`config.mk`:
```
export PLATFORM = sky130hd
export DESIGN_NAME = decode_top
export DESIGN_NICKNAME = d
export VERILOG_FILES = /design/src/common/rv32i_pkg.sv /design/src/id_stage/control_rom.sv /design/src/id_stage/regfile.sv /design/src/id_stage/branch_cmp.sv /design/src/id_stage/id_stage.sv /design/src/rtl/hazard_detect.sv /design/src/rtl/decode_top.sv
export VERILOG_INCLUDE_DIRS = /design/src /design/src/common
export SDC_FILE = /design/constraint.sdc
export NUM_CORES = 2
export LEC_CHECK = 0
export BUFFER_PORTS_ARGS = -buffer_cell sky130_fd_sc_hd__buf_2
export CAP_MARGIN = 15
export CORE_ASPECT_RATIO = 1.5
export CORE_MARGIN = 4
export CORE_UTILIZATION = 60
export DETAILED_ROUTE_END_ITERATION = 10
export HOLD_SLACK_MARGIN = 0.1
export PLACE_DENSITY = 0.79
export RECOVER_POWER = 25
export SYNTH_ARGS = -nofsm -noshare
export SYNTH_HDL_FRONTEND = slang
export SYNTH_HIERARCHICAL = 1
export SYNTH_SLANG_ARGS = --single-unit
```
`constraint.sdc`:
```
create_clock -name clk -period 8.9 [get_ports clk]
set_input_delay 2.225 -clock clk [delete_from_list [all_inputs] [get_ports clk]]
set_output_delay 2.225 -clock clk [all_outputs]
set_load 0.02 [all_outputs]
```
`src/common/rv32i_defines.svh`:
```
`ifndef RV32I_DEFINES_SVH
`define RV32I_DEFINES_SVH

// datapath width
`define RV_XLEN 32

// architectural registers, x0 included
`define RV_NUM_REGS 32

// addi x0, x0, 0
`define RV_NOP_INSTR 32'h0000_0013

`endif

```
`src/common/rv32i_pkg.sv`:
```
`default_nettype none

`include "rv32i_defines.svh"

package rv32i_pkg;

    typedef logic [`RV_XLEN-1:0] rv_word_t;                 // data, pc or instruction
    typedef logic [$clog2(`RV_NUM_REGS)-1:0] reg_idx_t;

    // base opcodes, bits [6:0] of the instruction
    typedef enum logic [6:0] {
        op_lui   = 7'b0110111,
        op_auipc = 7'b0010111,
        op_jal   = 7'b1101111,
        op_jalr  = 7'b1100111,
        op_br    = 7'b1100011,
        op_load  = 7'b0000011,
        op_store = 7'b0100011,
        op_imm   = 7'b0010011,
        op_reg   = 7'b0110011
    } opcode_t;

    // branch conditions, same encoding as funct3
    typedef enum logic [2:0] {
        beq  = 3'b000,
        bne  = 3'b001,
        blt  = 3'b100,
        bge  = 3'b101,
        bltu = 3'b110,
        bgeu = 3'b111
    } branch_funct3_t;

    typedef enum logic [2:0] {
        alu_add = 3'b000,
        alu_sll = 3'b001,
        alu_sra = 3'b010,
        alu_sub = 3'b011,
        alu_xor = 3'b100,
        alu_srl = 3'b101,
        alu_or  = 3'b110,
        alu_and = 3'b111
    } alu_op_t;

    // second operand of the comparator
    typedef enum logic {
        cmp_rs2   = 1'b0,
        cmp_i_imm = 1'b1
    } cmp_src_t;

    typedef struct packed {
        opcode_t        opcode;
        alu_op_t        alu_op;
        branch_funct3_t cmpop;
        cmp_src_t       cmp_src;
        logic           load_regfile;
        logic           mem_read;
        logic           mem_write;
        logic [3:0]     mem_byte_en;
        logic           illegal;
    } ctrl_word_t;

    // everything EX needs from decode
    typedef struct packed {
        logic       valid;
        ctrl_word_t ctrl;
        rv_word_t   pc;
        rv_word_t   instr;
        rv_word_t   rs1_data;
        rv_word_t   rs2_data;
        rv_word_t   i_imm;
        rv_word_t   s_imm;
        rv_word_t   b_imm;
        rv_word_t   u_imm;
        rv_word_t   j_imm;
        reg_idx_t   rs1;
        reg_idx_t   rs2;
        reg_idx_t   rd;
        logic       br_en;
    } id_ex_t;

endpackage : rv32i_pkg

`default_nettype wire

```
`src/id_stage/control_rom.sv`:
```
`timescale 1ns/10ps
`default_nettype none

module control_rom
    import rv32i_pkg::*;
(
    input  opcode_t    opcode_i,
    input  logic [2:0] funct3_i,
    input  logic [6:0] funct7_i,
    output ctrl_word_t ctrl_o
);

    logic       alt;        // funct7 bit 5, sub/sra select
    logic       imm_form;
    logic [3:0] size_mask;
    ctrl_word_t ctrl;

    assign alt      = funct7_i[5];
    assign imm_form = (opcode_i == op_imm);

    // byte / half / word lanes from the size bits of funct3
    always_comb begin
        case (funct3_i[1:0])
            2'b00:   size_mask = 4'b0001;
            2'b01:   size_mask = 4'b0011;
            default: size_mask = 4'b1111;
        endcase
    end

    always_comb begin
        ctrl         = '0;
        ctrl.opcode  = opcode_i;
        ctrl.alu_op  = alu_add;
        ctrl.cmpop   = beq;
        ctrl.cmp_src = cmp_rs2;

        case (opcode_i)
            op_lui, op_auipc, op_jal, op_jalr: begin
                ctrl.load_regfile = 1'b1;   // alu adds pc/imm in EX
            end

            op_br: begin
                ctrl.cmpop   = branch_funct3_t'(funct3_i);
                ctrl.illegal = (funct3_i[2:1] == 2'b01); // 010 and 011 unused
            end

            op_load: begin
                ctrl.load_regfile = 1'b1;
                ctrl.mem_read     = 1'b1;
                ctrl.mem_byte_en  = size_mask;
                // lb lh lw lbu lhu only
                ctrl.illegal      = (funct3_i[1:0] == 2'b11) || (funct3_i == 3'b110);
            end

            op_store: begin
                ctrl.mem_write   = 1'b1;
                ctrl.mem_byte_en = size_mask;
                ctrl.illegal     = funct3_i[2] || (funct3_i[1:0] == 2'b11);
            end

            op_imm, op_reg: begin
                ctrl.load_regfile = 1'b1;
                case (funct3_i)
                    3'b000: ctrl.alu_op = (!imm_form && alt) ? alu_sub : alu_add;
                    3'b010: begin   // slt / slti
                        ctrl.cmpop   = blt;
                        ctrl.cmp_src = imm_form ? cmp_i_imm : cmp_rs2;
                    end
                    3'b011: begin   // sltu / sltiu
                        ctrl.cmpop   = bltu;
                        ctrl.cmp_src = imm_form ? cmp_i_imm : cmp_rs2;
                    end
                    3'b101:  ctrl.alu_op = alt ? alu_sra : alu_srl;
                    default: ctrl.alu_op = alu_op_t'(funct3_i); // sll xor or and
                endcase
            end

            default: begin
                ctrl.illegal = 1'b1;    // csr, fence, system, junk
            end
        endcase
    end

    // illegal encodings never write anything
    always_comb begin
        ctrl_o = ctrl;
        if (ctrl.illegal) begin
            ctrl_o.load_regfile = 1'b0;
            ctrl_o.mem_read     = 1'b0;
            ctrl_o.mem_write    = 1'b0;
            ctrl_o.mem_byte_en  = 4'b0000;
        end
    end

endmodule : control_rom

`default_nettype wire

```
`src/id_stage/regfile.sv`:
```
`timescale 1ns/10ps
`default_nettype none

`include "rv32i_defines.svh"

module regfile
    import rv32i_pkg::*;
(
    input  logic     clk,
    input  logic     reset_i,
    input  logic     wr_en_i,
    input  reg_idx_t wr_idx_i,
    input  rv_word_t wr_data_i,
    input  reg_idx_t rd_a_idx_i,
    input  reg_idx_t rd_b_idx_i,
    output rv_word_t rd_a_o,
    output rv_word_t rd_b_o
);

    rv_word_t regs [`RV_NUM_REGS];
    logic     wr_live;          // write that actually lands

    assign wr_live = wr_en_i && (wr_idx_i != '0);

    always_ff @(posedge clk) begin
        if (reset_i) begin
            for (int i = 0; i < `RV_NUM_REGS; i++) begin
                regs[i] <= '0;
            end
        end else if (wr_live) begin
            regs[wr_idx_i] <= wr_data_i;
        end
    end

    // x0 reads zero, same-cycle write forwarded to the read
    assign rd_a_o = (rd_a_idx_i == '0) ? '0 :
                    (wr_live && (wr_idx_i == rd_a_idx_i)) ? wr_data_i : regs[rd_a_idx_i];
    assign rd_b_o = (rd_b_idx_i == '0) ? '0 :
                    (wr_live && (wr_idx_i == rd_b_idx_i)) ? wr_data_i : regs[rd_b_idx_i];

endmodule : regfile

`default_nettype wire

```
`src/id_stage/branch_cmp.sv`:
```
`timescale 1ns/10ps
`default_nettype none

module branch_cmp
    import rv32i_pkg::*;
(
    input  branch_funct3_t cmpop_i,
    input  rv_word_t       lhs_i,
    input  rv_word_t       rhs_i,
    output logic           br_en_o
);

    // shared by branches and the slt family
    always_comb begin
        case (cmpop_i)
            beq:     br_en_o = (lhs_i == rhs_i);
            bne:     br_en_o = (lhs_i != rhs_i);
            blt:     br_en_o = ($signed(lhs_i) < $signed(rhs_i));
            bge:     br_en_o = ($signed(lhs_i) >= $signed(rhs_i));
            bltu:    br_en_o = (lhs_i < rhs_i);
            bgeu:    br_en_o = (lhs_i >= rhs_i);
            default: br_en_o = 1'b0;    // unused funct3
        endcase
    end

endmodule : branch_cmp

`default_nettype wire

```
`src/id_stage/id_stage.sv`:
```
`timescale 1ns/10ps
`default_nettype none

module id_stage
    import rv32i_pkg::*;
(
    input  logic     clk,
    input  logic     reset_i,
    input  rv_word_t instr_i,
    input  rv_word_t pc_i,
    input  logic     valid_i,
    input  logic     bubble_i,      // from hazard unit
    input  logic     wb_load_i,
    input  reg_idx_t wb_rd_i,
    input  rv_word_t wb_data_i,
    output id_ex_t   pkt_o
);

    opcode_t    opcode;
    logic [2:0] funct3;
    logic [6:0] funct7;
    reg_idx_t   rs1, rs2, rd;
    rv_word_t   i_imm, s_imm, b_imm, u_imm, j_imm;
    rv_word_t   rs1_data, rs2_data;
    rv_word_t   cmp_rhs;
    ctrl_word_t ctrl;
    logic       br_en;
    logic       kill;

    assign opcode = opcode_t'(instr_i[6:0]);
    assign funct3 = instr_i[14:12];
    assign funct7 = instr_i[31:25];
    assign rd     = instr_i[11:7];
    assign rs1    = instr_i[19:15];
    assign rs2    = instr_i[24:20];

    // sign-extended immediates, all five formats every cycle
    assign i_imm = {{20{instr_i[31]}}, instr_i[31:20]};
    assign s_imm = {{20{instr_i[31]}}, instr_i[31:25], instr_i[11:7]};
    assign b_imm = {{19{instr_i[31]}}, instr_i[31], instr_i[7],
                    instr_i[30:25], instr_i[11:8], 1'b0};
    assign u_imm = {instr_i[31:12], 12'b0};
    assign j_imm = {{11{instr_i[31]}}, instr_i[31], instr_i[19:12],
                    instr_i[20], instr_i[30:21], 1'b0};

    control_rom u_control_rom (
        .opcode_i (opcode),
        .funct3_i (funct3),
        .funct7_i (funct7),
        .ctrl_o   (ctrl)
    );

    regfile u_regfile (
        .clk        (clk),
        .reset_i    (reset_i),
        .wr_en_i    (wb_load_i),
        .wr_idx_i   (wb_rd_i),
        .wr_data_i  (wb_data_i),
        .rd_a_idx_i (rs1),
        .rd_b_idx_i (rs2),
        .rd_a_o     (rs1_data),
        .rd_b_o     (rs2_data)
    );

    assign cmp_rhs = (ctrl.cmp_src == cmp_i_imm) ? i_imm : rs2_data;

    branch_cmp u_branch_cmp (
        .cmpop_i (ctrl.cmpop),
        .lhs_i   (rs1_data),
        .rhs_i   (cmp_rhs),
        .br_en_o (br_en)
    );

    // stall bubble, idle fetch or bad encoding
    assign kill = bubble_i || !valid_i || ctrl.illegal;

    always_comb begin
        pkt_o.valid    = !kill;
        pkt_o.ctrl     = ctrl;
        if (kill) begin
            pkt_o.ctrl.load_regfile = 1'b0;
            pkt_o.ctrl.mem_read     = 1'b0;
            pkt_o.ctrl.mem_write    = 1'b0;
            pkt_o.ctrl.mem_byte_en  = 4'b0000;
        end
        pkt_o.pc       = pc_i;
        pkt_o.instr    = instr_i;
        pkt_o.rs1_data = rs1_data;
        pkt_o.rs2_data = rs2_data;
        pkt_o.i_imm    = i_imm;
        pkt_o.s_imm    = s_imm;
        pkt_o.b_imm    = b_imm;
        pkt_o.u_imm    = u_imm;
        pkt_o.j_imm    = j_imm;
        pkt_o.rs1      = rs1;
        pkt_o.rs2      = rs2;
        pkt_o.rd       = rd;
        pkt_o.br_en    = br_en;
    end

endmodule : id_stage

`default_nettype wire

```
`src/rtl/hazard_detect.sv`:
```
`timescale 1ns/10ps
`default_nettype none

module hazard_detect
    import rv32i_pkg::*;
(
    input  logic     id_valid_i,
    input  reg_idx_t id_rs1_i,
    input  reg_idx_t id_rs2_i,
    input  opcode_t  id_opcode_i,
    input  id_ex_t   ex_pkt_i,      // current ID/EX contents
    output logic     stall_o        // doubles as bubble request
);

    logic reads_rs1;
    logic reads_rs2;
    logic ex_load;

    // which sources the instruction in ID really reads
    always_comb begin
        case (id_opcode_i)
            op_jalr, op_load, op_imm: begin
                reads_rs1 = 1'b1;
                reads_rs2 = 1'b0;
            end
            op_br, op_store, op_reg: begin
                reads_rs1 = 1'b1;
                reads_rs2 = 1'b1;
            end
            default: begin  // lui auipc jal, illegal
                reads_rs1 = 1'b0;
                reads_rs2 = 1'b0;
            end
        endcase
    end

    // load in EX whose result is not ready for ID
    assign ex_load = ex_pkt_i.valid && ex_pkt_i.ctrl.mem_read && (ex_pkt_i.rd != '0);

    assign stall_o = id_valid_i && ex_load &&
                     ((reads_rs1 && (id_rs1_i == ex_pkt_i.rd)) ||
                      (reads_rs2 && (id_rs2_i == ex_pkt_i.rd)));

endmodule : hazard_detect

`default_nettype wire

```
`src/rtl/decode_top.sv`:
```
`timescale 1ns/10ps
`default_nettype none

module decode_top
    import rv32i_pkg::*;
(
    input  logic     clk,
    input  logic     reset_i,

    // fetch side
    input  logic     if_valid_i,
    input  rv_word_t if_instr_i,
    input  rv_word_t if_pc_i,
    output logic     id_stall_o,

    // writeback port
    input  logic     wb_load_i,
    input  reg_idx_t wb_rd_i,
    input  rv_word_t wb_data_i,

    // to execute
    output id_ex_t   ex_pkt_o
);

    id_ex_t id_pkt;     // combinational decode result
    logic   stall;

    id_stage u_id_stage (
        .clk       (clk),
        .reset_i   (reset_i),
        .instr_i   (if_instr_i),
        .pc_i      (if_pc_i),
        .valid_i   (if_valid_i),
        .bubble_i  (stall),
        .wb_load_i (wb_load_i),
        .wb_rd_i   (wb_rd_i),
        .wb_data_i (wb_data_i),
        .pkt_o     (id_pkt)
    );

    // fetch valid, not pkt valid, which already folds in the stall
    hazard_detect u_hazard_detect (
        .id_valid_i  (if_valid_i),
        .id_rs1_i    (id_pkt.rs1),
        .id_rs2_i    (id_pkt.rs2),
        .id_opcode_i (id_pkt.ctrl.opcode),
        .ex_pkt_i    (ex_pkt_o),
        .stall_o     (stall)
    );

    assign id_stall_o = stall;  // fetch holds instr and pc

    // ID/EX register, loads every cycle
    always_ff @(posedge clk) begin
        if (reset_i) begin
            ex_pkt_o <= '0;
        end else begin
            ex_pkt_o <= id_pkt;   // bubble when stalled or idle
        end
    end

endmodule : decode_top

`default_nettype wire

```
==> impl_metrics.env <==
export IMPL_layout_nets=5263
export IMPL_ant_nets=0
export IMPL_wl_per_cell_um=34.2
export IMPL_cp_required_ns=6.68
export IMPL_p_leak_uw=0.0267
export IMPL_grt_overflow_total=0
export IMPL_ys_flop_type="edfxtp_1"
export IMPL_cts_tree="done"
export IMPL_vias_per_cell=6.91
export IMPL_cp_top_family="buffers and inverters"
export IMPL_post_route_drc_count=0
export IMPL_synth_edf_count=1024
export IMPL_cp_arrival_ns=4.64
export IMPL_path_common_cell="buf_2"
export IMPL_fin_skew_ns=0.0322
export IMPL_seqCellArea_sq_um=37300
export IMPL_powerDensity_nw_per_um2=200
export IMPL_max_clock_freq_mhz=146
export IMPL_global_route_usage_total=0.372
export IMPL_cts_clk_slew_worst_paths_ns=0.07
export IMPL_yosysWarningCount=6
export IMPL_fin_util=0.649
export IMPL_area_growth_pct=7.40
export IMPL_die_h_um=422
export IMPL_worst_slew_pin_transition_ns=4.19
export IMPL_slew_viol_final=396
export IMPL_cp_slowest_cell="a21oi_1"
export IMPL_die_width_um=284
export IMPL_peakVddDrop_mv=0.191
export IMPL_initial_core_util=0.605
export IMPL_gp_congestion=1.02
export IMPL_hold_viol_final=0
export IMPL_max_cap_violations=5
export IMPL_cts_inserted_buffers=119
export IMPL_vias=46200
export IMPL_hold_path_class="flop to flop"
export IMPL_synth_cells=5103
export IMPL_grt_pass1_vias=45000
export IMPL_postCtsSetupRepairBufs=0
export IMPL_cts_resized=0
export IMPL_min_period_ns=6.87
export IMPL_hold_buffers=0
export IMPL_fillers=8076
export IMPL_outcome="finished, violations left"
export IMPL_tns_ns=0
export IMPL_core_sq_um=113000
export IMPL_async_flop_share=0
export IMPL_drive_above_1_share=0.181
export IMPL_ys_seq_elements=1351
export IMPL_grt_pass1_wl_mm=320
export IMPL_grt_setup_unrepaired="false"
export IMPL_grt_max_degree=194
export IMPL_seq_area_frac_synth=0.545
export IMPL_cts_root_buffer="clkbuf_16"
export IMPL_violations="capacitance limit, slew limit"
export IMPL_p_total_uw=14700
export IMPL_antenna_found_initial=21
export IMPL_ys_types=89
export IMPL_hpwl_mm=145
export IMPL_clock_path_buffers=3
export IMPL_rows=151
export IMPL_setup_viol=0
export IMPL_period_share=0.772
export IMPL_ios=433
export IMPL_multi_input_area_sq_um=27100
export IMPL_path_cells="buf_2 -> buf_4 -> xor2_1 -> nor4_1 -> nand2_1 -> a21oi_1 -> buf_2"
export IMPL_worstSetupPathType="primary input to output port"
export IMPL_netlist_area_sq_um=68400
export IMPL_port_buffers=432
export IMPL_max_stage_delay_ns=0.63
export IMPL_drt_wl_total_mm=229
export IMPL_htreeDepth=3
export IMPL_syn_mean_instance_area_sq_um=13.4
export IMPL_slew_limit_headroom=-1.79
export IMPL_drtIter0Drc=7275
export IMPL_cp_max_fo=30
export IMPL_worst_path_buf_inv=3
export IMPL_dieArea_sq_um=120000
export IMPL_mostFrequentLayoutCell="edfxtp_1"
export IMPL_startpoint_type="primary input"
export IMPL_clock_latency_ns=0.75
export IMPL_clock_sinks=1351
export IMPL_crit_path_end_kind="output port"
export IMPL_dr_pass1_iters=8
export IMPL_layout_common_cells="1024 x edfxtp_1, 953 x and2_1, 356 x mux4_2"
[worst min-delay path: stages, from the launching register on]
cell and delay [ns]:
edfxtp_1 0.39, mux2i_1 0.13, a22oi_1 0.09, nand4_1 0.10
a21oi_1 0.12, nor2b_1 0.14
[cell families after synthesis]
kind of cell / share of synthesized area
AO/OA/AOI/OAI: 0.0521
XOR/XNOR: 0.00256
adder cells (fa/ha/maj): 0.00585
buffers and inverters: 0.0626
flip-flops: 0.545
multiplexers: 0.183
other: 0.000110
AND/OR/NAND/NOR: 0.149
[sequential cells by signal, summed over array words and instances, names as in the netlist]
name / cells
u_id_stage/u_regfile/regs: 1024
ex_pkt_o: 327
[power by group]
group          internal, uW  switching, uW  total, uW
Clock                  3020           2370       5400
Sequential             7130            175       7300
Combinational           725           1270       2000
[per-layer routing]
metal / routed length, um / GRT usage / up-vias
met5: 57 / 0 / -
li1: - / - / 18500
met1: 72800 / 0.444 / 22500
met4: 18900 / 0.256 / 10
met2: 105000 / 0.590 / 4230
met3: 31600 / 0.100 / 1019
[final cells by class]
class | count | share of cell area
clock inverter | 69 | 0.00943
timing repair buffer | 570 | 0.0407
inverter | 42 | 0.00215
sequential | 1351 | 0.508
multi-input combinational | 3042 | 0.369
tap | 1453 | 0.0247
antenna | 11 | 0.000375
clock buffer | 154 | 0.0458
[through the flow]
step	setup WS [ns]	hold WS, ns	instances	instance area (sq um)
detailed placement	1.70	0.990	6458	69800
CTS	2.08	1.00	6681	73900
global placement	1.64	0.977	6458	69800
global route	1.90	1.07	6684	73500
finish	2.03	1.02	6692	73500
floorplan	3.05	0.859	5147	68600
[final timing paths]
| path | startpoint | endpoint | slack (ns) | cells after the start |
|---|---|---|---|---|
| worst max-delay path | if_instr_i[23] | id_stall_o | 2.03 | 7 |
| worst min register to register | u_id_stage/u_regfile/regs[6][3]$_SDFFCE_PN0P_ | ex_pkt_o[211]$_SDFF_PP0_ | 1.02 | 5 |
| worst max register to register | u_id_stage/u_regfile/regs[27][31]$_SDFFCE_PN0P_ | ex_pkt_o[0]$_SDFF_PP0_ | 4.67 | 12 |
| worst min-delay path | u_id_stage/u_regfile/regs[6][3]$_SDFFCE_PN0P_ | ex_pkt_o[211]$_SDFF_PP0_ | 1.02 | 5 |
[Yosys cell counts (7+ instances only)]
cell type	count	area share
xor2_1	10	0.0013
mux2_2	37	0.0061
nor2b_1	338	0.031
nor3b_1	8	0.00088
nand3_1	13	0.00095
dfxtp_1	327	0.096
buf_4	270	0.030
a221oi_1	35	0.0045
o21ai_0	33	0.0024
ha_1	32	0.0059
o221ai_1	33	0.0042
a32o_1	32	0.0047
a211oi_1	47	0.0052
a22oi_1	69	0.0076
mux4_2	356	0.12
nand3b_1	8	0.00088
mux2i_1	334	0.049
nor2_1	69	0.0038
nand2b_1	11	0.0010
mux2_4	30	0.0066
a211o_1	7	0.00090
edfxtp_1	1024	0.45
clkbuf_1	295	0.016
and3_1	17	0.0016
buf_1	11	0.00060
inv_1	41	0.0022
or2_2	34	0.0031
a31oi_1	8	0.00073
a221o_1	12	0.0018
o22ai_1	37	0.0034
a21oi_1	98	0.0072
xnor2_1	10	0.0013
nor4bb_1	8	0.0012
a22o_1	8	0.0010
buf_2	99	0.0072
buf_6	33	0.0054
nand4_1	17	0.0016
mux4_1	9	0.0035
nand2_1	138	0.0076
nor3_1	46	0.0034
and2_1	966	0.088
(Power assumes the default switching activity.)
